===== config.mk =====
export PLATFORM = sky130hd
export DESIGN_NAME = sys_ctrl_flat
export DESIGN_NICKNAME = d
export VERILOG_FILES = /design/src/wolf_soc_pkg.sv /design/src/soc_bus_if.sv /design/src/sys_ctrl.sv /design/src/flat_wrapper.sv
export SDC_FILE = /design/constraint.sdc
export NUM_CORES = 1
export LEC_CHECK = 0
export BUFFER_PORTS_ARGS = -buffer_cell sky130_fd_sc_hd__buf_2
export CAP_MARGIN = 5
export CELL_PAD_IN_SITES_DETAIL_PLACEMENT = 0
export CELL_PAD_IN_SITES_GLOBAL_PLACEMENT = 2
export CORE_MARGIN = 1
export CORE_UTILIZATION = 37
export CTS_BUF_LIST = sky130_fd_sc_hd__clkbuf_8
export DETAILED_ROUTE_END_ITERATION = 8
export PLACE_DENSITY_LB_ADDON = 0.1
export SYNTH_ARGS = -nofsm -noshare
export SYNTH_HDL_FRONTEND = slang
export SYNTH_SLANG_ARGS = --single-unit

===== constraint.sdc =====
create_clock -name clk -period 2.3 [get_ports clk]
set_input_delay 0.345 -clock clk [delete_from_list [all_inputs] [get_ports clk]]
set_output_delay 0.345 -clock clk [all_outputs]
set_load 0.005 [all_outputs]

===== src/wolf_soc_pkg.sv =====
// Shared definitions for the peripheral bus.
// Region code is the top REGION_W bits of the byte address.
// Peripheral offsets are word offsets taken from address bits [OFFSET_W+1:2].
// Bus logic is written for exactly two masters with a one-bit tag.
package wolf_soc_pkg;

   // ********************
   // Bus widths
   localparam int ADDR_W      = 16;
   localparam int DATA_W      = 32;
   localparam int NUM_MASTERS = 2;
   localparam int ID_W        = 1;
   localparam int REGION_W    = 4;
   localparam int OFFSET_W    = 8;

   // ********************
   // Address map
   localparam logic [REGION_W-1:0] REGION_RAM  = 4'd0;
   localparam logic [REGION_W-1:0] REGION_SYS  = 4'd1;
   localparam logic [REGION_W-1:0] REGION_GPIO = 4'd2;

   localparam int RAM_WORDS = 256;

   // System controller word offsets
   localparam logic [OFFSET_W-1:0] REG_SYS_TIMER  = 8'd0;
   localparam logic [OFFSET_W-1:0] REG_SYS_CMP    = 8'd1;
   localparam logic [OFFSET_W-1:0] REG_SYS_SWIRQ  = 8'd2;
   localparam logic [OFFSET_W-1:0] REG_SYS_STATUS = 8'd3;
   localparam int                  SW_IRQ_W       = 2;

   // GPIO word offsets
   localparam logic [OFFSET_W-1:0] REG_GPIO_OUT = 8'd0;
   localparam logic [OFFSET_W-1:0] REG_GPIO_DIR = 8'd1;
   localparam logic [OFFSET_W-1:0] REG_GPIO_IN  = 8'd2;
   localparam int                  GPIO_W       = 8;

   // One request on the shared bus
   typedef struct packed {
      logic              we;
      logic [ADDR_W-1:0] addr;
      logic [DATA_W-1:0] wdata;
      logic [ID_W-1:0]   id;
   } bus_req_t;

endpackage


===== src/soc_bus_if.sv =====


interface periph_if;
   import wolf_soc_pkg::*;

   logic                sel;
   logic                we;
   logic [OFFSET_W-1:0] offset;
   logic [DATA_W-1:0]   wdata;
   logic [DATA_W-1:0]   rdata;

   modport host  (output sel, we, offset, wdata, input rdata);
   modport slave (input sel, we, offset, wdata, output rdata);
endinterface


===== src/sys_ctrl.sv =====
// System controller: free-running timer, compare interrupt, software
// interrupt bits and a status word with the RAM init inputs.
// Timer and status are read-only. Init inputs must be synchronous to clk.
// Reads are registered; a write returns the register value before the write.
`timescale 1ns/1ps

module sys_ctrl (
   input  logic                                 clk,
   input  logic                                 i_rst_n,
   periph_if.slave                              port,
   input  logic                                 i_ram_init_done,
   input  logic                                 i_ram_init_error,
   output logic                                 o_timer_irq,
   output logic [wolf_soc_pkg::SW_IRQ_W-1:0]    o_sw_irq
);
   import wolf_soc_pkg::*;

   logic [DATA_W-1:0] timer;
   logic [DATA_W-1:0] cmp;
   logic [DATA_W-1:0] status;

   assign status = {{(DATA_W-2){1'b0}}, i_ram_init_error, i_ram_init_done};

   // ********************
   // Timer and writable registers
   always_ff @(posedge clk) begin
      if (!i_rst_n) begin
         timer       <= '0;
         cmp         <= '0;
         o_sw_irq    <= '0;
         o_timer_irq <= 1'b0;
      end else begin
         timer       <= timer + 1'b1;
         // Zero compare disables the interrupt
         o_timer_irq <= (cmp != '0) && (timer >= cmp);
         if (port.sel && port.we) begin
            case (port.offset)
               REG_SYS_CMP:   cmp      <= port.wdata;
               REG_SYS_SWIRQ: o_sw_irq <= port.wdata[SW_IRQ_W-1:0];
               default:       ;
            endcase
         end
      end
   end

   // Read copy
   always_ff @(posedge clk) begin
      if (port.sel) begin
         case (port.offset)
            REG_SYS_TIMER:  port.rdata <= timer;
            REG_SYS_CMP:    port.rdata <= cmp;
            REG_SYS_SWIRQ:  port.rdata <= DATA_W'(o_sw_irq);
            REG_SYS_STATUS: port.rdata <= status;
            default:        port.rdata <= '0;
         endcase
      end
   end

endmodule


===== src/flat_wrapper.sv =====
// flat-port wrapper written by rule: the top's interface ports become plain ports
module sys_ctrl_flat import wolf_soc_pkg::*;
  (clk, i_rst_n, i_ram_init_done, i_ram_init_error, o_timer_irq, o_sw_irq, port_sel, port_we, port_offset, port_wdata, port_rdata);
  periph_if port_i ();
  input  logic clk;
  input  logic i_rst_n;
  input  logic i_ram_init_done;
  input  logic i_ram_init_error;
  output logic o_timer_irq;
  output logic [wolf_soc_pkg::SW_IRQ_W-1:0] o_sw_irq;
  input wire logic [$bits(port_i.sel)-1:0] port_sel;
  input wire logic [$bits(port_i.we)-1:0] port_we;
  input wire logic [$bits(port_i.offset)-1:0] port_offset;
  input wire logic [$bits(port_i.wdata)-1:0] port_wdata;
  output wire logic [$bits(port_i.rdata)-1:0] port_rdata;
  assign port_i.sel = port_sel;
  assign port_i.we = port_we;
  assign port_i.offset = port_offset;
  assign port_i.wdata = port_wdata;
  assign port_rdata = port_i.rdata;
  sys_ctrl u_core (.clk(clk), .i_rst_n(i_rst_n), .port(port_i), .i_ram_init_done(i_ram_init_done), .i_ram_init_error(i_ram_init_error), .o_timer_irq(o_timer_irq), .o_sw_irq(o_sw_irq));
endmodule

== Word-level counts from Yosys, hierarchy flattened ==
Index checks and enable logic that the tools add are counted.
Cells by class
  $add $sub $neg: 1
  order comparisons: 1
  equality and inequality tests: 3
  multiplexer cells: 1
  reductions and logical operators: 6
Operator list (number)
  case mux 32 bit (4 select lines): 1
  adder 32 x 1 -> 32 bit (second input constant): 1
  >= comparator 32 bit: 1
  nonzero test 32 bit: 1
  == test 8 x 2 -> 1 bit (second input constant): 2
  == test 8 x 1 -> 1 bit (second input constant): 1
  zero test 8 bit: 1
  AND reduction 2 bit: 2
  logical AND 1 bit: 2
Storage, ports and cells
  register bits after elaboration: 99
  input port bits: 46
  output and inout bits: 35
  word-level logic and storage cells: 17

== Depth between registers and ports, before layout ==
Gate-level depths: netlist of run 1.
  depth after elaboration: 2
  gate-level depth with buffers: 8

== Worst setup path after synthesis of run 1 ==
OpenSTA, ideal clock, no wires.
  path kind: register -> register
  start point: reg u_core.cmp[14]
  end point: reg u_core.o_timer_irq
  library setup time: 81 ps
  arrival: 1684 ps
  required time: 2219 ps
  setup slack: 536 ps
  stages on the path, launching flop included: 8
  cells stage by stage: dfxtp_1 > inv_1 > ha_1 > nand4_1 > or2_2 > o41ai_1 > o31ai_1 > a41oi_1
On the way
  longest elaborated chain between the ends: 2
  elaborated cells between the ends (all ways): 3
Ends and longest elaborated chain
  start: declaration: RTL line sys_ctrl.sv:19  | logic [DATA_W-1:0] cmp;
  start signal: assignment: RTL line sys_ctrl.sv:38  | REG_SYS_CMP: cmp <= port.wdata;
  >= comparator 32 bit or nonzero test 32 bit (tied branches): RTL line sys_ctrl.sv:35  | o_timer_irq <= (cmp != '0) && (timer >= cmp);
  logical AND 1 bit *: RTL line sys_ctrl.sv:35
  end signal: assignment: RTL line sys_ctrl.sv:35
  end: declaration: RTL line sys_ctrl.sv:13  | output logic o_timer_irq,
Mark *: on every way between the ends. The rest lies on a longest branch, timed or not.
A chain may end at the register's enable or synchronous reset.

== Final worst setup path of run 1 ==
  start point: reg u_core.timer[0]
  end point: reg u_core.o_timer_irq
On the way
  longest elaborated chain between the ends: 2
Ends and longest elaborated chain
  start: declaration: RTL line sys_ctrl.sv:18  | logic [DATA_W-1:0] timer;
  start signal: assignment: RTL line sys_ctrl.sv:33  | timer <= timer + 1'b1;
  >= comparator 32 bit: RTL line sys_ctrl.sv:35
  logical AND 1 bit: RTL line sys_ctrl.sv:35
Every way passes these cells.

==> results.json, run 1 <==
{
  "status": "finished, final reports clean",
  "crit_required_ns": 2.57,
  "grt_pass1_wl_um": 19900,
  "dpl.hpwl_um": 8900,
  "die_h_um": 118,
  "finalHoldViolations": 0,
  "crit_fanout": 7,
  "skew_ns": 0.0127,
  "p_leak_nw": 2.27,
  "drt-total-wl_um": 12000,
  "cts_made_buffers": 9,
  "vias_per_cell": 5.02,
  "synth_seq_area_share": 0.466,
  "post-cts-setup-buffers": 0,
  "synth_area_mm2": 0.00494,
  "drive_gt1_frac": 0.195,
  "postRouteAntennaNets": 0,
  "grtUsageTotal": 0.184,
  "worst_pin_slew_ns": 0.549,
  "htreeDepth": 3,
  "setup_violations": 0,
  "gp_congestion": 0.795,
  "clk_latency_ns": 0.39,
  "io_pins": 81,
  "die-area_mm2": 0.0138,
  "clockBufferDepth": 2,
  "drc_errors": 0,
  "clk_pin_slew_worst_paths_ns": 0.09,
  "synth.net_count": 583,
  "critPathBufInv": 1,
  "cp-end-kind": "register",
  "path_cells": "inv_1 > ha_1 > nand2b_1 > a2111oi_0 > o41ai_1 > o31ai_1 > a41oi_1",
  "fillers": 1293,
  "crit_family": "compound AO/OA/AOI/OAI gates",
  "first_iter_violations": 166,
  "vias": 3831,
  "fp.dieW_um": 118,
  "num_rows": 41,
  "setup-tns-final_ns": 0,
  "ir_drop_mv": 0.250,
  "max_stage_delay_ns": 0.48,
  "grt_max_degree": 35,
  "fmax_mhz": 501,
  "synth.avg_cell_area_um2": 9.80,
  "power.total_mw": 3.01,
  "synth_warnings": 0,
  "fin_crit_sh": 0.869,
  "final_net_count": 665,
  "root_buffer": "clkbuf_8",
  "dr.pass1.iters": 4,
  "grt_overflow": 0,
  "rsz0062_at_grt": "no",
  "postCtsHoldBufs": 0,
  "start_util": 0.385,
  "cts.sinks": 99,
  "tritoncts": "done",
  "max_slew_margin": 0.630,
  "hold_path_class": "input pin to register",
  "crit_path_top_delay_cell": "dfxtp_1",
  "core_mm2": 0.0128,
  "critPathLaunchType": "register",
  "syn2layout_area_growth_pct": 16.4,
  "powerDensity_mw_per_mm2": 523,
  "path_class": "register to register",
  "syn_inst": 504,
  "cts_resized": 0,
  "period_needed_ns": 2.00,
  "drv_cap": 0,
  "wl_per_cell_um": 15.7,
  "cp.arrival_ns": 2.26,
  "num_antenna_cells": 0,
  "final_max_slew_viol_count": 0,
  "port_buffers": 80,
  "ys_ff_latch": 99,
  "antenna_found_initial": 0,
  "first_global_vias": 3805,
  "post_synth_num_cell_types": 43
}
[cell type report]
cell class / count / area (um2) / share of cell area
multi-input combinational: 349 / 2420 / 0.421
timing repair buffer: 94 / 518 / 0.0901
tap: 172 / 215 / 0.0374
sequential: 99 / 2300 / 0.400
clock buffer: 11 / 151 / 0.0263
inverter: 33 / 124 / 0.0215
clock inverter: 5 / 20.0 / 0.00348
[routing by layer]
layer | part of all wire | vias to the layer above | global-route usage
met5 | 0 | - | 0
met4 | 0.018 | 0 | 0.0745
met3 | 0.024 | 12 | 0.0266
met2 | 0.44 | 57 | 0.285
met1 | 0.52 | 1806 | 0.258
li1 | - | 1956 | -
[cell usage in the layout (no fill, tap or decap), types with 19 or more instances in the layout]
cell / netlist / layout
buf_2: 4 / 80
nand2_1: 75 / 75
dfxtp_1: 67 / 67
inv_1: 33 / 35
ha_1: 33 / 33
edfxtp_1: 32 / 32
a21boi_0: 30 / 30
a22o_1: 29 / 29
and2_1: 26 / 26
nand3_1: 20 / 20
xnor2_1: 19 / 19
[synth_stat cells (all sizes together)]
| cell type | instances | area [um2] |
|---|---|---|
| nand2 | 75 | 282 |
| dfxtp | 67 | 1340 |
| a21boi | 34 | 255 |
| ha | 33 | 413 |
| inv | 33 | 124 |
| edfxtp | 32 | 961 |
| a22o | 30 | 264 |
| and2 | 26 | 163 |
| nand3 | 20 | 100 |
| xnor2 | 19 | 166 |
| clkbuf | 17 | 65.1 |
| nand4 | 16 | 106 |
| nor4 | 14 | 93.8 |
| a21oi | 13 | 65.1 |
| xor2 | 9 | 78.8 |
| and3 | 8 | 50.1 |
| nor2b | 7 | 43.8 |
| and4 | 6 | 52.6 |
| buf | 6 | 35.0 |
| nor3 | 6 | 30.0 |
| nor2 | 5 | 18.8 |
| o21ai | 5 | 25.0 |
| nand2b | 3 | 18.8 |
| a21o | 2 | 15.0 |
| mux2i | 2 | 20.0 |
| mux4 | 2 | 45.0 |
| o21a | 2 | 15.0 |
| o31ai | 2 | 15.0 |
| or2 | 2 | 12.5 |
| or3 | 2 | 13.8 |
| a2111oi | 1 | 8.76 |
| a311oi | 1 | 8.76 |
| a41oi | 1 | 8.76 |
| and4b | 1 | 10.0 |
| o211ai | 1 | 7.51 |
| o41ai | 1 | 8.76 |
[stage by stage]
stage	cell area, um2	cells	hold WS (ns)	util	setup WS, ns
2_1_floorplan	4940	504	0.457	-	0.536
3_3_place_gp	5580	747	0.489	0.435	0.371
3_5_place_dp	5580	747	0.496	0.435	0.326
4_1_cts	5750	763	0.167	0.448	0.286
5_1_grt	5750	763	0.193	0.448	0.0911
6_report	5750	763	0.188	0.448	0.302
[logic make-up after synthesis]
| logic type | share of synthesized area |
|---|---|
| simple gates | 0.201 |
| mux | 0.0132 |
| flops | 0.466 |
| fa+ha+maj | 0.0836 |
| compound gates | 0.141 |
| xor+xnor | 0.0496 |
| buf+inv | 0.0453 |
[report_power, final]
part | switching [mW] | internal, mW
Clock | 0.600 | 0.437
Sequential | 0.0136 | 1.82
Combinational | 0.0669 | 0.0695
Total | 0.681 | 2.33
[path summary, 6_finish.rpt]
check | to | slack, ns | cells after the start | start
worst min register to register | u_core.cmp[4]$_SDFFE_PN0P_ | 0.50 | 2 | u_core.cmp[4]$_SDFFE_PN0P_
worst max register to register | u_core.o_timer_irq$_SDFF_PN0_ | 0.30 | 7 | u_core.timer[0]$_SDFF_PN0_
worst max-delay path | u_core.o_timer_irq$_SDFF_PN0_ | 0.30 | 7 | u_core.timer[0]$_SDFF_PN0_
worst min-delay path | u_core.cmp[29]$_SDFFE_PN0P_ | 0.19 | 3 | port_wdata[29]
[worst register-to-register path, cell delays in order, from the launching register on]
cell       delay, ns
dfxtp_1         0.48
inv_1           0.07
ha_1            0.26
nand2b_1        0.14
a2111oi_0       0.44
o41ai_1         0.13
o31ai_1         0.23
a41oi_1         0.14
[state kept, by name (all words and copies together), names as in the netlist]
name                count
u_core.o_sw_irq         2
u_core.timer           32
u_core.o_timer_irq      1
u_core.cmp             32
u_core.port.rdata      32
No activity file was read; power rests on OpenSTA's default activity.
==> run 2: changes to the inputs <==
CORE_MARGIN = 2   (was 1)
PLACE_DENSITY = 0.92   (was not set)
PLACE_DENSITY_LB_ADDON = not set   (was 0.1)
==> results.json, run 2 (synthesis gave the netlist of run 1 again) <==
{
  "status": "finished, final reports clean",
  "drive_gt1_frac": 0.203,
  "worstHoldEndpoint": "u_core.cmp[29]$_SDFFE_PN0P_",
  "drt-total-wl_um": 11400,
  "fillers": 1296,
  "dr.pass1.iters": 4,
  "setup_violations": 0,
  "io_pins": 81,
  "ff_latch_area_mm2": 0.00230,
  "first_iter_violations": 158,
  "worst_pin_slew_ns": 0.577,
  "root_buffer": "clkbuf_8",
  "hp-start": "port_wdata[29]",
  "vias": 3765,
  "num_antenna_cells": 0,
  "p_leak_nw": 2.30,
  "path_class": "register to register",
  "drv_cap": 0,
  "seq_power_share": 0.549,
  "postRouteAntennaNets": 0,
  "drc_errors": 0,
  "grt_pass1_wl_um": 18800,
  "cts.sinks": 99,
  "crit_required_ns": 2.55,
  "antenna_found_initial": 0,
  "num_rows": 42,
  "start_util": 0.376,
  "r2r-start": "u_core.timer[0]$_SDFF_PN0_",
  "first_global_vias": 3741,
  "core_mm2": 0.0131,
  "grt_overflow": 0,
  "worst_slack_ns": 0.305,
  "finalHoldViolations": 0,
  "pwr-share-comb": 0.040,
  "setup-tns-final_ns": 0,
  "final_net_count": 666,
  "tritoncts": "done",
  "place_area_mm2": 0.00559,
  "fmax_mhz": 501,
  "die_h_um": 120,
  "r2r_cells": 7,
  "ir_drop_mv": 0.258,
  "clockBufferDepth": 2,
  "htreeDepth": 3,
  "clk_pin_slew_worst_paths_ns": 0.10,
  "netSwitchingFraction": 0.208,
  "final_max_slew_viol_count": 0,
  "dpl.hpwl_um": 8500,
  "timing.rr.end": "u_core.o_timer_irq$_SDFF_PN0_",
  "power.switching_uw": 696,
  "cp-end-kind": "register",
  "hold_path_class": "input pin to register",
  "post-place-ws_ns": 0.283,
  "skew_ns": 0.0112,
  "max_slew_margin": 0.616,
  "grt_max_degree": 38,
  "mostFrequentLayoutCell": "buf_2",
  "fin_crit_sh": 0.867,
  "syn2layout_area_growth_pct": 18.2,
  "post-cts-setup-buffers": 0,
  "vias_per_cell": 4.90,
  "die-area_mm2": 0.0143,
  "cp.arrival_ns": 2.25,
  "stdcell_area_mm2": 0.00584,
  "worst-r2r-setup-slack_ns": 0.30,
  "final_util": 0.444,
  "power.share.clock": 0.410,
  "cts_resized": 0,
  "postCtsHoldBufs": 0,
  "port_buffers": 80,
  "multiInputGateArea_mm2": 0.00242,
  "period_needed_ns": 2.00,
  "gp_congestion": 0.814,
  "critPathLaunchType": "register",
  "reg_top3": "u_core.cmp: 32 flops, u_core.port.rdata: 32 flops, u_core.timer: 32 flops",
  "clk_latency_ns": 0.38,
  "crit_fanout": 7,
  "hold_depth": 3,
  "grtUsageTotal": 0.168,
  "wl_per_cell_um": 14.8,
  "layout_common_cells": "buf_2 (80), nand2_1 (75), dfxtp_1 (67)",
  "powerDensity_mw_per_mm2": 572,
  "cts_made_buffers": 9,
  "p_int_mw": 2.65,
  "fp.dieW_um": 120,
  "rsz0062_at_grt": "no"
}
[run 2: changes by cell type in the layout (fill, tap and decap cells not counted), sizes merged]
cell    previous run  this run
bufinv             0         3
buf               94        95
clkbuf            11        10
clkinv             3         1
[run 2: routing by layer]
metal,vias to the layer above,share of wire,global-route usage
li1,1967,-,-
met1,1726,0.47,0.214
met2,58,0.49,0.283
met3,14,0.024,0.0299
met4,0,0.020,0.0625
met5,-,0,0
[run 2: metrics by stage]
| step | hold slack, ns | instances | total power [mW] |
|---|---|---|---|
| floorplan | 0.457 | 504 | 1.92 |
| global placement | 0.484 | 752 | 2.01 |
| detailed placement | 0.495 | 752 | 2.01 |
| CTS | 0.185 | 768 | 3.38 |
| global route | 0.194 | 768 | 3.46 |
| finish | 0.199 | 768 | 3.34 |
[run 2: layout make-up]
cell class	count	area share
Multi-Input combinational cell	349	0.414
Sequential cell	99	0.394
Timing Repair Buffer	95	0.0900
Tap cell	176	0.0377
Clock buffer	10	0.0236
Inverter	33	0.0212
Clock inverter	6	0.0189
[run 2: worst max path at each step]
stage	slack [ns]	cells after the start	to	start
5_1_grt	0.08	7	u_core.o_timer_irq$_SDFF_PN0_	u_core.cmp[15]$_SDFFE_PN0P_
3_3_place_gp	0.33	7	u_core.o_timer_irq$_SDFF_PN0_	u_core.cmp[15]$_SDFFE_PN0P_
6_report	0.30	7	u_core.o_timer_irq$_SDFF_PN0_	u_core.timer[0]$_SDFF_PN0_
4_1_cts	0.29	7	u_core.o_timer_irq$_SDFF_PN0_	u_core.cmp[15]$_SDFFE_PN0P_
3_5_place_dp	0.28	7	u_core.o_timer_irq$_SDFF_PN0_	u_core.cmp[14]$_SDFFE_PN0P_
2_1_floorplan	0.54	7	u_core.o_timer_irq$_SDFF_PN0_	u_core.cmp[14]$_SDFFE_PN0P_
[run 2: power groups by stage]
stage               Combinational, mW  Clock, mW  Sequential [mW]
floorplan                      0.0465          0             1.88
global placement                0.137          0             1.87
detailed placement              0.138          0             1.88
CTS                             0.139       1.41             1.84
global route                    0.152       1.47             1.84
finish                          0.135       1.37             1.84
[run 2: critical path, cell delays in order (launching register included)]
cell       delay, ns
dfxtp_1         0.46
inv_1           0.07
ha_1            0.27
nand2b_1        0.13
a2111oi_0       0.45
o41ai_1         0.13
o31ai_1         0.23
a41oi_1         0.14
==> run 3: changes to the inputs <==
CORE_ASPECT_RATIO = 1.25   (was not set)
==> results.json, run 3 (synthesis gave the netlist of run 1 again) <==
{
  "clockBufferDepth": 2,
  "io_pins": 81,
  "postCtsHoldBufs": 0,
  "gp_congestion": 0.884,
  "top_layer_used": "met4",
  "root_buffer": "clkbuf_8",
  "met3WireLength_um": 457,
  "r2r_cells": 7,
  "max_slew_margin": 0.642,
  "hold_path_class": "input pin to register",
  "rsz0062_at_grt": "no",
  "ir_drop_mv": 0.232,
  "hp-start": "port_wdata[4]",
  "num_antenna_cells": 0,
  "powerDensity_mw_per_mm2": 539,
  "syn2layout_area_growth_pct": 16.8,
  "vias_per_cell": 5.15,
  "antenna_found_initial": 0,
  "drv_cap": 0,
  "clk_pin_slew_worst_paths_ns": 0.10,
  "skew_ns": 0.0134,
  "drive_gt1_frac": 0.198,
  "r2r-start": "u_core.timer[0]$_SDFF_PN0_",
  "worstHoldEndpoint": "u_core.cmp[4]$_SDFFE_PN0P_",
  "wl_per_cell_um": 16.1,
  "mostFrequentLayoutCell": "buf_2",
  "ff_latch_area_mm2": 0.00230,
  "drt-total-wl_um": 12300,
  "first_iter_violations": 209,
  "crit_required_ns": 2.55,
  "dr.pass1.iters": 5,
  "setup_violations": 0,
  "post-cts-setup-buffers": 0,
  "wl_met2_um": 6220,
  "post-place-ws_ns": 0.0940,
  "cts.sinks": 99,
  "worst_pin_slew_ns": 0.532,
  "die-area_mm2": 0.0143,
  "vias": 3921,
  "fmax_mhz": 461,
  "fin_crit_sh": 0.943,
  "grtUsageTotal": 0.179,
  "finalHoldViolations": 0,
  "final_max_slew_viol_count": 0,
  "final_util": 0.438,
  "grt_pass1_wl_um": 20000,
  "core_mm2": 0.0132,
  "m1WireLength_um": 5240,
  "crit_fanout": 7,
  "critPathLaunchType": "register",
  "port_buffers": 80,
  "die_h_um": 133,
  "htreeDepth": 3,
  "period_needed_ns": 2.17,
  "fillers": 1333,
  "fp.dieW_um": 107,
  "start_util": 0.375,
  "cp.arrival_ns": 2.42,
  "num_rows": 47,
  "multiInputGateArea_mm2": 0.00242,
  "drc_errors": 0,
  "grt_overflow": 0,
  "timing.rr.end": "u_core.o_timer_irq$_SDFF_PN0_",
  "grt_max_degree": 31,
  "postRouteAntennaNets": 0,
  "first_global_vias": 3915,
  "status": "finished, final reports clean",
  "final_net_count": 665,
  "power.total_mw": 3.11,
  "layout_common_cells": "buf_2 (80), nand2_1 (75), dfxtp_1 (67)",
  "clk_latency_ns": 0.38,
  "path_class": "register to register",
  "setup-tns-final_ns": 0,
  "hold_depth": 3,
  "cts_resized": 0,
  "dpl.hpwl_um": 9110,
  "p_leak_nw": 2.28,
  "tritoncts": "done",
  "reg_top3": "u_core.cmp: 32 flops, u_core.port.rdata: 32 flops, u_core.timer: 32 flops",
  "cp-end-kind": "register",
  "worst_slack_ns": 0.130,
  "cts_made_buffers": 9,
  "worst-r2r-setup-slack_ns": 0.13
}
## run 3: cell types whose count changed in the layout (fill, tap and decap cells not counted)
cell / delta
a2111oi_0: -1
a2111oi_1: +1
buf_4: -1
bufinv_16: -2
clkinvlp_4: +1
inv_1: +2
inv_6: -1
## run 3: area by class of cell
| cell class | instances | area share |
|---|---|---|
| well taps | 171 | 0.0371 |
| clock buffers | 10 | 0.0238 |
| repair buffers | 94 | 0.0897 |
| flip-flops and latches | 99 | 0.399 |
| clock inverters | 6 | 0.00975 |
| multi-input cells | 349 | 0.419 |
| inverters | 33 | 0.0215 |
## run 3: through the flow
step                      hold slack, ns  instances  cell area (um2)
final                              0.190        762             5770
after global routing               0.190        762             5770
after detailed placement           0.497        746             5580
after global placement             0.484        746             5580
after floorplan                    0.457        504             4940
after CTS                          0.179        762             5770
## run 3: worst max path at each step
stage | depth (start not counted) | from | slack (ns) | end
3_3_place_gp | 7 | u_core.timer[0]$_SDFF_PN0_ | 0.24 | u_core.o_timer_irq$_SDFF_PN0_
6_report | 7 | u_core.timer[0]$_SDFF_PN0_ | 0.13 | u_core.o_timer_irq$_SDFF_PN0_
3_5_place_dp | 7 | u_core.timer[0]$_SDFF_PN0_ | 0.09 | u_core.o_timer_irq$_SDFF_PN0_
5_1_grt | 7 | u_core.timer[0]$_SDFF_PN0_ | 0.02 | u_core.o_timer_irq$_SDFF_PN0_
2_1_floorplan | 7 | u_core.cmp[14]$_SDFFE_PN0P_ | 0.54 | u_core.o_timer_irq$_SDFF_PN0_
4_1_cts | 7 | u_core.timer[0]$_SDFF_PN0_ | 0.09 | u_core.o_timer_irq$_SDFF_PN0_
## run 3: worst max-delay path, cell delays in order, from the launching register on
cell,delay [ns]
dfxtp_1,0.46
inv_1,0.08
ha_1,0.29
nand2b_1,0.16
a2111oi_1,0.51
o41ai_1,0.13
o31ai_1,0.26
a41oi_1,0.16
## run 3: power breakdown
group | internal, mW | switching [mW]
registers | 1.82 | 0.0131
clock network | 0.524 | 0.610
logic | 0.0719 | 0.0709
total | 2.42 | 0.694
## run 3: routing by layer
metal  up-vias  GRT usage
li1       1959          -
met1      1853      0.221
met2        87      0.305
met3        22     0.0347
met4         0     0.0755
met5         -          0
