### src/wolf_soc_pkg.sv
// Shared definitions for the peripheral bus.
// Region code is the top REGION_W bits of the byte address.
// Peripheral offsets are word offsets taken from address bits [OFFSET_W+1:2].
// Bus logic is written for exactly two masters with a one-bit tag.
package wolf_soc_pkg;

   // ********************
   // Bus widths
   localparam int ADDR_W      = 16;
   localparam int DATA_W      = 32;
   localparam int NUM_MASTERS = 2;
   localparam int ID_W        = 1;
   localparam int REGION_W    = 4;
   localparam int OFFSET_W    = 8;

   // ********************
   // Address map
   localparam logic [REGION_W-1:0] REGION_RAM  = 4'd0;
   localparam logic [REGION_W-1:0] REGION_SYS  = 4'd1;
   localparam logic [REGION_W-1:0] REGION_GPIO = 4'd2;

   localparam int RAM_WORDS = 256;

   // System controller word offsets
   localparam logic [OFFSET_W-1:0] REG_SYS_TIMER  = 8'd0;
   localparam logic [OFFSET_W-1:0] REG_SYS_CMP    = 8'd1;
   localparam logic [OFFSET_W-1:0] REG_SYS_SWIRQ  = 8'd2;
   localparam logic [OFFSET_W-1:0] REG_SYS_STATUS = 8'd3;
   localparam int                  SW_IRQ_W       = 2;

   // GPIO word offsets
   localparam logic [OFFSET_W-1:0] REG_GPIO_OUT = 8'd0;
   localparam logic [OFFSET_W-1:0] REG_GPIO_DIR = 8'd1;
   localparam logic [OFFSET_W-1:0] REG_GPIO_IN  = 8'd2;
   localparam int                  GPIO_W       = 8;

   // One request on the shared bus
   typedef struct packed {
      logic              we;
      logic [ADDR_W-1:0] addr;
      logic [DATA_W-1:0] wdata;
      logic [ID_W-1:0]   id;
   } bus_req_t;

endpackage

### src/soc_bus_if.sv
// Shared bus between arbiter and decoder, and one port per slave.
// No ready toward the decoder: every slave takes a request each cycle.
`timescale 1ns/1ps

interface soc_bus_if;
   import wolf_soc_pkg::*;

   logic              req_valid;
   bus_req_t          req;
   logic              rsp_valid;
   logic [DATA_W-1:0] rsp_rdata;
   logic              rsp_err;
   logic [ID_W-1:0]   rsp_id;

   modport arb (output req_valid, req, input rsp_valid, rsp_rdata, rsp_err, rsp_id);
   modport dec (input req_valid, req, output rsp_valid, rsp_rdata, rsp_err, rsp_id);
endinterface


### src/bus_arbiter.sv
// Round-robin arbiter for two masters onto the shared bus.
// Ready is combinational from valid; a master must hold its request until taken.
// The granted request appears on the bus one edge after acceptance.
// The tag in each request must already hold the master index.
`timescale 1ns/1ps

module bus_arbiter (
   input  logic                                                   clk,
   input  logic                                                   i_rst_n,
   input  logic [wolf_soc_pkg::NUM_MASTERS-1:0]                   i_valid,
   input  wolf_soc_pkg::bus_req_t [wolf_soc_pkg::NUM_MASTERS-1:0] i_req,
   output logic [wolf_soc_pkg::NUM_MASTERS-1:0]                   o_ready,
   soc_bus_if.arb                                                 bus,
   output logic [wolf_soc_pkg::NUM_MASTERS-1:0]                   o_rsp_valid,
   output logic [wolf_soc_pkg::NUM_MASTERS-1:0][wolf_soc_pkg::DATA_W-1:0] o_rdata,
   output logic [wolf_soc_pkg::NUM_MASTERS-1:0]                   o_rsp_err
);
   import wolf_soc_pkg::*;

   logic [NUM_MASTERS-1:0] grant;
   logic [ID_W-1:0]        win_id;
   // Master granted most recently
   logic [ID_W-1:0]        last_grant;

   // ********************
   // Grant
   always_comb begin
      grant = i_valid;
      if (&i_valid) begin
         grant = '0;
         if (last_grant == ID_W'(1))
            grant[0] = 1'b1;
         else
            grant[1] = 1'b1;
      end
   end

   assign win_id  = ID_W'(grant[1]);
   assign o_ready = grant;

   always_ff @(posedge clk) begin
      if (!i_rst_n) begin
         last_grant    <= ID_W'(1);
         bus.req_valid <= 1'b0;
      end else begin
         bus.req_valid <= |grant;
         if (|grant)
            last_grant <= win_id;
      end
   end

   always_ff @(posedge clk) begin
      if (|grant)
         bus.req <= i_req[win_id];
   end

   // ********************
   // Response steering by tag
   always_comb begin
      for (int m = 0; m < NUM_MASTERS; m++) begin
         o_rsp_valid[m] = bus.rsp_valid && (bus.rsp_id == ID_W'(m));
         o_rdata[m]     = bus.rsp_rdata;
         o_rsp_err[m]   = bus.rsp_err;
      end
   end

endmodule

### src/flat_wrapper.sv
// flat-port wrapper written by rule: the top's interface ports become plain ports
module bus_arbiter_flat import wolf_soc_pkg::*;
  (clk, i_rst_n, i_valid, i_req, o_ready, o_rsp_valid, o_rdata, o_rsp_err, bus_req_valid, bus_req, bus_rsp_valid, bus_rsp_rdata, bus_rsp_err, bus_rsp_id);
  soc_bus_if bus_i ();
  input  logic clk;
  input  logic i_rst_n;
  input  logic [wolf_soc_pkg::NUM_MASTERS-1:0] i_valid;
  input  wolf_soc_pkg::bus_req_t [wolf_soc_pkg::NUM_MASTERS-1:0] i_req;
  output logic [wolf_soc_pkg::NUM_MASTERS-1:0] o_ready;
  output logic [wolf_soc_pkg::NUM_MASTERS-1:0] o_rsp_valid;
  output logic [wolf_soc_pkg::NUM_MASTERS-1:0][wolf_soc_pkg::DATA_W-1:0] o_rdata;
  output logic [wolf_soc_pkg::NUM_MASTERS-1:0] o_rsp_err;
  output wire logic [$bits(bus_i.req_valid)-1:0] bus_req_valid;
  output wire logic [$bits(bus_i.req)-1:0] bus_req;
  input wire logic [$bits(bus_i.rsp_valid)-1:0] bus_rsp_valid;
  input wire logic [$bits(bus_i.rsp_rdata)-1:0] bus_rsp_rdata;
  input wire logic [$bits(bus_i.rsp_err)-1:0] bus_rsp_err;
  input wire logic [$bits(bus_i.rsp_id)-1:0] bus_rsp_id;
  assign bus_req_valid = bus_i.req_valid;
  assign bus_req = bus_i.req;
  assign bus_i.rsp_valid = bus_rsp_valid;
  assign bus_i.rsp_rdata = bus_rsp_rdata;
  assign bus_i.rsp_err = bus_rsp_err;
  assign bus_i.rsp_id = bus_rsp_id;
  bus_arbiter u_core (.clk(clk), .i_rst_n(i_rst_n), .i_valid(i_valid), .i_req(i_req), .o_ready(o_ready), .bus(bus_i), .o_rsp_valid(o_rsp_valid), .o_rdata(o_rdata), .o_rsp_err(o_rsp_err));
endmodule
### config.mk
export PLATFORM = sky130hd
export DESIGN_NAME = bus_arbiter_flat
export DESIGN_NICKNAME = d
export VERILOG_FILES = /design/src/wolf_soc_pkg.sv /design/src/soc_bus_if.sv /design/src/bus_arbiter.sv /design/src/flat_wrapper.sv
export SDC_FILE = /design/constraint.sdc
export NUM_CORES = 1
export LEC_CHECK = 0
export BUFFER_PORTS_ARGS = -buffer_cell sky130_fd_sc_hd__buf_2
export CELL_PAD_IN_SITES_DETAIL_PLACEMENT = 1
export CELL_PAD_IN_SITES_GLOBAL_PLACEMENT = 2
export CORE_ASPECT_RATIO = 0.75
export CORE_MARGIN = 4
export CORE_UTILIZATION = 22
export CTS_CLUSTER_SIZE = 8
export DETAILED_ROUTE_END_ITERATION = 12
export PLACE_DENSITY_LB_ADDON = 0.1
export SKIP_LAST_GASP = 1
export SLEW_MARGIN = 30
export SYNTH_ARGS = -nofsm -noshare
export SYNTH_HDL_FRONTEND = slang
export SYNTH_SLANG_ARGS = --single-unit
export TNS_END_PERCENT = 30
### constraint.sdc
create_clock -name clk -period 3.44 [get_ports clk]
set_clock_uncertainty 0.1 [all_clocks]
set_input_delay 0.344 -clock clk [delete_from_list [all_inputs] [get_ports clk]]
set_output_delay 0.344 -clock clk [all_outputs]
set_load 0.005 [all_outputs]
# After elaboration in Yosys (flattened, before gate mapping)
# Index checks and enable logic that the tools add are counted.
[op_classes] addsub=0 mul=0 div=0 n_lt_le_gt_ge=1 n_eq_ne=0 shifts=0 mux=5 bitwise_logic=1 reduce_logical=4
[ops] operator="2-to-1 mux 50 bit" count=2
[ops] operator="logical AND 1 bit" count=2
[ops] operator="< comparator 1 x 2 -> 1 bit, second input constant" count=1
[ops] operator="2-to-1 mux 1 bit" count=2
[ops] operator="2-to-1 mux 2 bit" count=1
[ops] operator="AND reduction 2 bit" count=1
[ops] operator="OR reduction 2 bit" count=1
[ops] operator="inverter 1 bit" count=1
[totals] register_bits=52 latch_bits=0 mem_bits_rw=0 romBits=0 in_bits=139 output_inout_bits=121 mem_count=0

# Logic depth before layout (Yosys ltp)
# Gate-level depths: netlist of the first run.
[depth] depth_word=4 ltp_mapped=3 depth_no_buf=2

# Worst setup path before layout of the first run
# No wires, ideal clock.
[synth_timing] kind="input-to-reg" from="in i_valid[0] (netlist name)" to="reg u_core.bus.req[0] (netlist name)" setup_time_ns=0.386 t_arrival_ns=1.011 t_required_ns=2.954 slack_ns=1.943 cell_stages=1 path_cell_list="or2_2"
[synth_between] elab_chain_len=3
[synth_rtl] item="from (decl)" line_no="flat_wrapper.sv:7" text="input logic [wolf_soc_pkg::NUM_MASTERS-1:0] i_valid;"
[synth_rtl] item="AND reduction 2 bit" line_no="bus_arbiter.sv:29" text="if (&i_valid) begin"
[synth_rtl] item="2-to-1 mux 2 bit (*)" line_no="bus_arbiter.sv:29"
[synth_rtl] item="OR reduction 2 bit (*)" line_no="bus_arbiter.sv:53" text="if (|grant)"
# Every way passes the cells marked *; elsewhere a longest branch is shown, timed or not.
# A chain may end at the register's enable or synchronous reset.

# Final worst setup path of the first run
[layout_timing] from="reg u_core.last_grant" to="out o_ready[1] (netlist name)"
[layout_between] elab_chain_len=2
[layout_rtl] item="from (decl)" line_no="bus_arbiter.sv:23" text="logic [ID_W-1:0] last_grant;"
[layout_rtl] item="from (signal assigned)" line_no="bus_arbiter.sv:48" text="last_grant <= win_id;"
[layout_rtl] item="2-to-1 mux 1 bit" line_no="bus_arbiter.sv:31" text="if (last_grant == ID_W'(1))"
[layout_rtl] item="2-to-1 mux 2 bit" line_no="bus_arbiter.sv:29"
[layout_rtl] item="to (decl)" line_no="flat_wrapper.sv:9" text="output logic [wolf_soc_pkg::NUM_MASTERS-1:0] o_ready;"
# Every way passes these cells.

==> reports/results.ini, run 1 <==
[synthesis]
yosys.cell_types.count=14
yosysTopAreaCellShare=0.552
yosysWarnings=0
yosysTopAreaCell=edfxtp_1
synth_nets=322
ys_seq_elements=52
ys_seq_area_frac=0.567
syn_avg_cell_area_um2=14.9
ys_top_cells_by_area=edfxtp_1 55%, mux2_2 19%, buf_4 19%
netlist_instances=183
synthesis.area_mm2=0.00272

[timing]
fmax_ghz=0.545
finalCritPeriodShare=0.534
hold_violations=0
tightest_slew_ns=0.579
setup_viol=0
rsz0062_at_grt=no
report.final.slew_viol_count=0
tns_ns=0
relSlewSlack=0.614
period_needed_ns=1.84

[global_routing]
grt_max_degree=39
grt_pass1_vias=1901
grt_pass1_wl_um=10700
gr-total-overflow=0
grt_antenna_before_repair=0
grt_use_total=0.0989

[critical_path]
path_cells=a21boi_4 > buf_4 > buf_2
cp-end-kind=output pin
cp_slowest_cell=buf_4
path_max_fanout=30
critPathKind=flip-flop to output pin
critPathTopFamily=buffers and inverters
cp-start-kind=flip-flop
cp_num_buf_inv=2
critPathMaxStageDelay_ns=0.38
crit_arrival_ns=1.39
required_ns=3.00

[power]
seqPwrFrac=0.518
cellPowerDensity_mw_per_mm2=448
switching_share=0.223
p_int_mw=1.16
cellLeakagePower_nw=1.46
p_comb_frac=0.150
p_switching_mw=0.334
max-vdd-ir-drop_uv=182
power_frac_clock=0.331

[layout]
layout.cells.non_filler=445
syn2layout_area_growth_pct=22.8
layout.cells.most_common=buf_2
fillers=1346
most-common-layout-cells=160 x buf_2, 50 x edfxtp_1, 47 x mux2_2, 5 x clkbuf_16
drive_above_1_share=0.767
diodes=0
nets=421

[clock_tree]
cts_tree=yes
post_cts_buffers=0
path_clk_slew_ns=0.06
cts_made_buffers=5
cts_sinks=52
post_cts_resized=0
h-tree-depth=2
cts_hold_buf=0
clk_latency_ns=0.29
clockBufferDepth=2
clockRootBuffer=clkbuf_16

[floorplanning]
core_mm2=0.0118
start_util=0.230
rows=34
die_w_um=136
die_height_um=104
io_pins=260
die-area_mm2=0.0142

[placement]
numPortBuffers=160
placed_cells=437
gp_congestion=0.648

[detailed_routing]
via_count=1713
firstDrtPassIters=2
drt_first_iter_violations=44
post_drt_via_cell_ratio=3.85
post-route-drc-count=0
ant_nets=0
wl_um=7230
route.detailed.wl_per_inst_um=16.3

[worst_hold_path]
hold_class=input pin to flip-flop

[outcome]
status=finished, final reports clean

[job]
drv_cap=0

-- cells in the mapped netlist (all sizes together) --
cell / number
edfxtp: 50
nor2: 1
or2: 1
a21boi: 2
dfxtp: 2
mux2: 50
nor2b: 1
and2: 3
inv: 1
o21ai: 1
buf: 71
-- kinds of logic after synthesis --
logic type             after synthesis  share of synthesized area
multiplexers                        50                      0.207
AND/OR/NAND/NOR                      6                     0.0129
AO/OA/AOI/OAI                        3                     0.0115
buffers and inverters               72                      0.202
flip-flops                          52                      0.567
-- area by class of cell --
type                       instances  area [um2]  area share
clock buffer                       7         133      0.0397
clock inverter                     1        3.75     0.00112
inverter                           1        3.75     0.00112
multi-input combinational         59         632       0.189
sequential                        52        1540       0.462
tap                              162         203      0.0607
timing repair buffer             163         823       0.247
-- state kept, by name, summed over array words and instances (netlist names) --
register	cells
u_core.bus.req	50
u_core.bus.req_valid	1
u_core.last_grant	1
-- path summary, 6_finish.rpt --
path	cells after the start	end	slack, ns	start
max	3	o_ready[1]	1.60	u_core.last_grant$_SDFFE_PN1P_
min	2	u_core.last_grant$_SDFFE_PN1P_	0.15	i_rst_n
max reg2reg	3	u_core.bus.req[38]$_DFFE_PP_	1.79	u_core.last_grant$_SDFFE_PN1P_
min reg2reg	2	u_core.last_grant$_SDFFE_PN1P_	0.50	u_core.last_grant$_SDFFE_PN1P_
-- metrics by stage --
step                      hold WS [ns]  setup WS (ns)   util  power, mW  cell area (um2)
after floorplan                  0.320           1.94      -      0.948             2720
after global placement           0.453           1.35  0.271       1.02             3200
after detailed placement         0.460           1.61  0.271       1.02             3200
after CTS                        0.147           1.57  0.282       1.54             3340
after global routing             0.167           1.52  0.282       1.58             3340
final                            0.152           1.60  0.282       1.50             3340
-- power groups by stage --
stage	combinational [mW]	sequential [mW]	clock (mW)
final	0.225	0.775	0.496
after global routing	0.252	0.781	0.543
after CTS	0.234	0.776	0.525
after detailed placement	0.233	0.790	0
after global placement	0.232	0.790	0
after floorplan	0.148	0.800	0
-- per-layer routing --
metal  vias to the layer above  routed length, um  global-route usage
met5                         -                  0                   0
met4                         0                 96              0.0309
met3                        16               1060              0.0653
met2                       136               2900               0.133
met1                       779               3170               0.127
li1                        782                  -                   -
(Power assumes the default switching activity.)
==> run 2, diff against run 1 <==
--- a/config.mk
+++ b/config.mk
@@ -10,7 +10,7 @@
 export CELL_PAD_IN_SITES_GLOBAL_PLACEMENT = 2
 export CORE_ASPECT_RATIO = 0.75
 export CORE_MARGIN = 4
-export CORE_UTILIZATION = 22
+export CORE_UTILIZATION = 20
 export CTS_CLUSTER_SIZE = 8
 export DETAILED_ROUTE_END_ITERATION = 12
 export PLACE_DENSITY_LB_ADDON = 0.1
==> constraint.sdc (replaced) <==
create_clock -name clk -period 1.9 [get_ports clk]
set_clock_uncertainty 0.1 [all_clocks]
set_input_delay 0.19 -clock clk [delete_from_list [all_inputs] [get_ports clk]]
set_output_delay 0.19 -clock clk [all_outputs]
set_load 0.005 [all_outputs]
==> run 2 against run 1 <==
Compared with the run above:
- critical endpoint unchanged
- design area increased by 1.6%
- critical path depth is the same
- worst setup slack lost 1.3 ns
- count of clock-buffer cells in the layout down 2
==> reports/results.ini, run 2 (synthesized netlist as in run 1, its figures left out) <==
[outcome]
status=finished, final reports clean

[detailed_routing]
via_count=1735  ; +1.3%
wl_um=7760  ; +7.2%
firstDrtPassIters=4  ; +2
drt_first_iter_violations=76  ; +73%
post_drt_via_cell_ratio=3.80  ; -1.4%
route.detailed.wl_per_inst_um=17.0  ; +4.4%
ant_nets=0  ; unchanged
post-route-drc-count=0  ; unchanged

[clock_tree]
cts_made_buffers=5  ; unchanged
cts_sinks=52  ; unchanged
path_clk_slew_ns=0.08  ; +0.02 ns
clk_latency_ns=0.29  ; about the same
cts_tree=yes
clockBufferDepth=2  ; unchanged
h-tree-depth=2  ; unchanged
clockRootBuffer=clkbuf_16

[global_routing]
grt_antenna_before_repair=0  ; unchanged
gr-total-overflow=0  ; unchanged
grt_pass1_vias=1841  ; -3.2%
grt_pass1_wl_um=10800  ; +0.64%
grt_max_degree=33  ; -15%
grt_use_total=0.0932  ; -0.00572

[layout]
most-common-layout-cells=160 x buf_2, 50 x edfxtp_1, 47 x mux2_2, 5 x clkbuf_16, 4 x buf_4
largestRegisters=u_core.bus.req x50, u_core.bus.req_valid x1, u_core.last_grant x1
layout.cells.most_common=buf_2
largest-register=u_core.bus.req
syn2layout_area_growth_pct=24.8
drive_above_1_share=0.776  ; +0.00944
nets=424  ; +0.71%
largest_reg_flops=50  ; unchanged
diodes=0  ; unchanged

[power]
p_comb_frac=0.153  ; +0.003
power_frac_clock=0.334  ; +0.003
cellPowerDensity_mw_per_mm2=806  ; +80%
p_switching_mw=0.624  ; +87%
max-vdd-ir-drop_uv=313  ; +72%
seqPwrFrac=0.513  ; -0.005
cellLeakagePower_nw=1.49  ; +1.7%
p_int_mw=2.11  ; +82%
switching_share=0.228  ; +0.00478
power_mw=2.74  ; +83%

[timing]
setup_viol=0  ; unchanged
report.final.slew_viol_count=0  ; unchanged
tightest_slew_ns=0.453  ; -0.126 ns
period_needed_ns=1.61
finalCritPeriodShare=0.847
tns_ns=0  ; unchanged
fmax_ghz=0.621
rsz0062_at_grt=no
hold_violations=0  ; unchanged
relSlewSlack=0.698  ; +0.0839

[floorplanning]
rows=36  ; +5.9%
die-area_mm2=0.0155  ; +9.3%
start_util=0.207  ; -0.0232
core_mm2=0.0132  ; +11%
io_pins=260  ; unchanged
die_height_um=109  ; +4.5%
die_w_um=143  ; +4.6%

[critical_path]
r2r_start=u_core.last_grant$_SDFFE_PN1P_
path_cells=a21boi_4 > buf_4 > buf_2
ff2ff_path_depth=3  ; unchanged
path_max_fanout=17  ; -43%
cp-end-kind=output pin
worst_r2r_endpoint=u_core.bus.req[13]$_DFFE_PP_
crit_start=u_core.last_grant$_SDFFE_PN1P_
crit_arrival_ns=1.32  ; -0.07 ns
cp_slowest_cell=dfxtp_1
critPathKind=flip-flop to output pin
cp_num_buf_inv=2  ; unchanged
critPathTopFamily=buffers and inverters
critPathMaxStageDelay_ns=0.36  ; -0.02 ns
crit_cells=3  ; unchanged
required_ns=1.61  ; -1.39 ns
crit_path_end=o_ready[1]
cp-start-kind=flip-flop
r2r_setup_slack_ns=0.31  ; -1.48 ns

[placement]
gp_congestion=0.691  ; +6.7%
hpwl_um=6140
numPortBuffers=160  ; unchanged

[job]
drv_cap=0  ; unchanged

[worst_hold_path]
holdPathStages=2  ; unchanged
hold_class=input pin to flip-flop

## run 2: changes by cell type in the layout (fill, tap and decap cells not counted), sizes merged
cell         before  now
dlygate4sd3       0    1
clkbuf            7    5
clkinv            1    3
buf             163  165
## run 2: cell type report
type                       count  area, um2
fill                        1488       9760
sequential                    52       1540
timing repair buffer         166        861
multi-input combinational     59        629
tap                          171        214
clock buffer                   5        125
clock inverter                 3       18.8
inverter                       1       3.75
## run 2: repair_timing
action	CTS	global route
hold buffers	1	0
gates resized for setup	0	0
hold endpoints to repair	1	0
setup endpoints to repair	0	0
buffers inserted	0	0
## run 2: how the worst min path moves through the flow
stage                       from                             end  slack [ns]
2_1_floorplan            i_rst_n  u_core.last_grant$_SDFFE_PN1P_        0.17
3_3_place_gp   bus_rsp_rdata[10]                     o_rdata[42]        0.28
6_report                i_req[6]     u_core.bus.req[6]$_DFFE_PP_        0.08
3_5_place_dp   bus_rsp_rdata[10]                     o_rdata[42]        0.28
5_1_grt                 i_req[5]     u_core.bus.req[5]$_DFFE_PP_        0.08
4_1_cts                 i_req[6]     u_core.bus.req[6]$_DFFE_PP_        0.07
## run 2: metrics by stage
stage / utilization / cells / hold slack [ns] / cell area [um2] / worst slack [ns]
floorplan: - / 183 / 0.166 / 2720 / 0.465
global placement: 0.246 / 448 / 0.280 / 3240 / 0.332
detailed placement: 0.246 / 448 / 0.280 / 3240 / 0.307
CTS: 0.258 / 457 / 0.0670 / 3390 / 0.251
global route: 0.258 / 457 / 0.0751 / 3390 / 0.194
finish: 0.258 / 457 / 0.0806 / 3390 / 0.291
## run 2: per-layer routing
layer	up-vias	part of all wire	GRT usage
li1	789	-	-
met4	0	0.029	0.0421
met3	37	0.11	0.0381
met2	105	0.44	0.134
met5	-	0	0
met1	804	0.43	0.122
## run 2: power groups by stage
stage	combinational (mW)	sequential (mW)	clock, mW
after CTS	0.435	1.41	0.979
after floorplan	0.269	1.45	0
after detailed placement	0.431	1.43	0
final	0.419	1.40	0.913
after global routing	0.464	1.41	1.02
after global placement	0.432	1.43	0
==> run 3, diff against run 2 <==
==> constraint.sdc (replaced) <==
create_clock -name clk -period 1.5 [get_ports clk]
set_clock_uncertainty 0.1 [all_clocks]
set_input_delay 0.15 -clock clk [delete_from_list [all_inputs] [get_ports clk]]
set_output_delay 0.15 -clock clk [all_outputs]
set_load 0.005 [all_outputs]
==> run 3 against run 2 <==
Compared with the run above:
- non-clock buffer count rose by 7
- worst hold slack worse by 0.036 ns
- flip-flop and latch count stayed put
- the flow now finishes with violations (setup timing)
- via count rose by 2.9%
- register-to-register slack worse by 0.33 ns
- final cell count rose by 1.5%
- clock power increased by 26%
- largest cell class unchanged
- combinational power grew 46%
==> reports/results.ini, run 3 (synthesized netlist as in run 1, its figures left out) <==
[clock_tree]
cts_sinks=52  ; unchanged
cts_made_buffers=5  ; unchanged
h-tree-depth=2  ; unchanged
path_clk_slew_ns=0.07  ; about the same
clockBufferDepth=2  ; unchanged
cts_tree=yes
clk_latency_ns=0.29  ; about the same
clockRootBuffer=clkbuf_16

[floorplanning]
die_w_um=143  ; unchanged
rows=36  ; unchanged
core_mm2=0.0132  ; unchanged
start_util=0.207  ; unchanged
io_pins=260  ; unchanged
die_height_um=109  ; unchanged
die-area_mm2=0.0155  ; unchanged

[timing]
report.final.slew_viol_count=0  ; unchanged
rsz0062_at_grt=yes
tightest_slew_ns=0.247  ; -0.206 ns
setup_viol=23  ; +23
relSlewSlack=0.835  ; +0.137
fmax_ghz=0.658
layout_setup_ws_ns=-0.0193  ; -0.310 ns
hold_violations=0  ; unchanged
finalCritPeriodShare=1.01
period_needed_ns=1.52

[critical_path]
cp_num_buf_inv=2  ; unchanged
crit_arrival_ns=1.46  ; +0.14 ns
required_ns=1.44  ; -0.17 ns
crit_start=u_core.last_grant$_SDFFE_PN1P_
cp-end-kind=flip-flop
cp_slowest_cell=dfxtp_2
worst_r2r_endpoint=u_core.bus.req[36]$_DFFE_PP_
ff2ff_path_depth=4  ; +1
cp-start-kind=flip-flop
r2r_start=u_core.last_grant$_SDFFE_PN1P_
r2r_setup_slack_ns=-0.02  ; -0.33 ns
critPathTopFamily=flip-flops
path_max_fanout=7  ; -10
critPathKind=flip-flop to flip-flop
path_cells=a21boi_4 > buf_12 > clkbuf_16 > mux2_2
critPathMaxStageDelay_ns=0.34  ; -0.02 ns

[detailed_routing]
post_drt_via_cell_ratio=3.85  ; +1.4%
drt_first_iter_violations=63  ; -17%
route.detailed.wl_per_inst_um=17.7  ; +4.6%
wl_um=8230  ; +6.2%
via_count=1786  ; +2.9%
firstDrtPassIters=3  ; -1
ant_nets=0  ; unchanged
post-route-drc-count=0  ; unchanged

[job]
drv_cap=0  ; unchanged

[layout]
multi_input_area_um2=659  ; +4.8%
syn2layout_area_growth_pct=31.3
largest-register=u_core.bus.req
layout.cells.non_filler=464  ; +1.5%
largestRegisters=u_core.bus.req x50, u_core.bus.req_valid x1, u_core.last_grant x1
fin_area_mm2=0.00357  ; +5.2%
diodes=0  ; unchanged
layout.area.seq_mm2=0.00154  ; about the same
fillers=1457  ; -2.1%
nets=431  ; +1.7%
drive_above_1_share=0.778  ; +0.00193
largest_reg_flops=50  ; unchanged
most-common-layout-cells=160 x buf_2, 50 x edfxtp_1, 39 x mux2_2, 8 x mux2_4, 8 x clkbuf_16
layout.cells.most_common=buf_2

[placement]
placed_cells=450  ; +0.45%
hpwl_um=6110  ; -0.47%
gp_congestion=0.679  ; -1.8%
numPortBuffers=160  ; unchanged
dpl-instance-area_mm2=0.00328  ; +1.2%

[global_routing]
grt_pass1_wl_um=11000  ; +1.7%
grt_use_total=0.0939  ; +0.000719
grt_max_degree=35  ; +6.1%
grt_pass1_vias=1900  ; +3.2%
grt_antenna_before_repair=0  ; unchanged
gr-total-overflow=0  ; unchanged

[power]
cellLeakagePower_nw=1.58  ; +6.1%
cellPowerDensity_mw_per_mm2=993  ; +23%
max-vdd-ir-drop_uv=427  ; +37%

[worst_hold_path]
min_from=i_req[5]
holdPathStages=2  ; unchanged
whs_endpoint=u_core.bus.req[5]$_DFFE_PP_
hold_class=input pin to flip-flop

[outcome]
violations=setup timing
status=finished, violations left

[run 3: cell count changes in the layout (fill, tap and decap cells not counted), moves of 2 or more]
cell	before	now
buf_12	1	4
clkbuf_16	5	8
clkinv_2	2	0
buf_6	0	2
mux2_4	0	8
mux2_2	47	39
[run 3: how the worst max path moves through the flow]
stage / to / depth (start not counted)
2_1_floorplan: u_core.bus.req[10]$_DFFE_PP_ / 3
3_5_place_dp: u_core.bus.req[25]$_DFFE_PP_ / 3
4_1_cts: u_core.bus.req[0]$_DFFE_PP_ / 3
5_1_grt: u_core.bus.req[3]$_DFFE_PP_ / 4
6_report: u_core.bus.req[36]$_DFFE_PP_ / 4
3_3_place_gp: u_core.bus.req[13]$_DFFE_PP_ / 3
[run 3: layout make-up]
class / instances / share of cell area
timing repair buffer: 173 / 0.283
tap: 171 / 0.0599
sequential: 52 / 0.432
clock inverter: 2 / 0.00315
inverter: 1 / 0.00105
multi-input combinational: 59 / 0.185
clock buffer: 6 / 0.0361
[run 3: where the power goes]
group | leakage, nW | switching (mW) | internal (mW)
logic | 0.988 | 0.244 | 0.369
registers | 0.526 | 0.0309 | 1.75
clock network | 0.0645 | 0.538 | 0.616
[run 3: metrics by stage]
step | setup TNS, ns | utilization | worst slack [ns] | hold slack [ns] | total power [mW]
CTS | -0.419 | 0.261 | -0.0305 | 0.0351 | 3.57
detailed placement | -0.0737 | 0.249 | -0.0113 | 0.200 | 2.38
finish | -0.264 | 0.271 | -0.0193 | 0.0450 | 3.55
global route | -1.60 | 0.271 | -0.0497 | 0.0357 | 3.75
floorplan | 0 | - | 0.0650 | 0.126 | 2.17
global placement | 0 | 0.249 | 0.0128 | 0.200 | 2.37
[run 3: per-layer routing]
layer / routed length, um / part of all wire / GRT usage
met1: 3500 / 0.42 / 0.118
met2: 3720 / 0.45 / 0.146
met3: 806 / 0.098 / 0.0373
met4: 210 / 0.026 / 0.0360
met5: 0 / 0 / 0
[run 3: repair_timing]
| action | CTS | global route |
|---|---|---|
| setup endpoints to repair | 26 | 30 |
| hold buffers | 1 | 0 |
| gates resized for setup | 0 | 10 |
| hold endpoints to repair | 2 | 0 |
| buffers inserted | 0 | 1 |
| pin swaps | 0 | 1 |
| gates cloned | 0 | 4 |
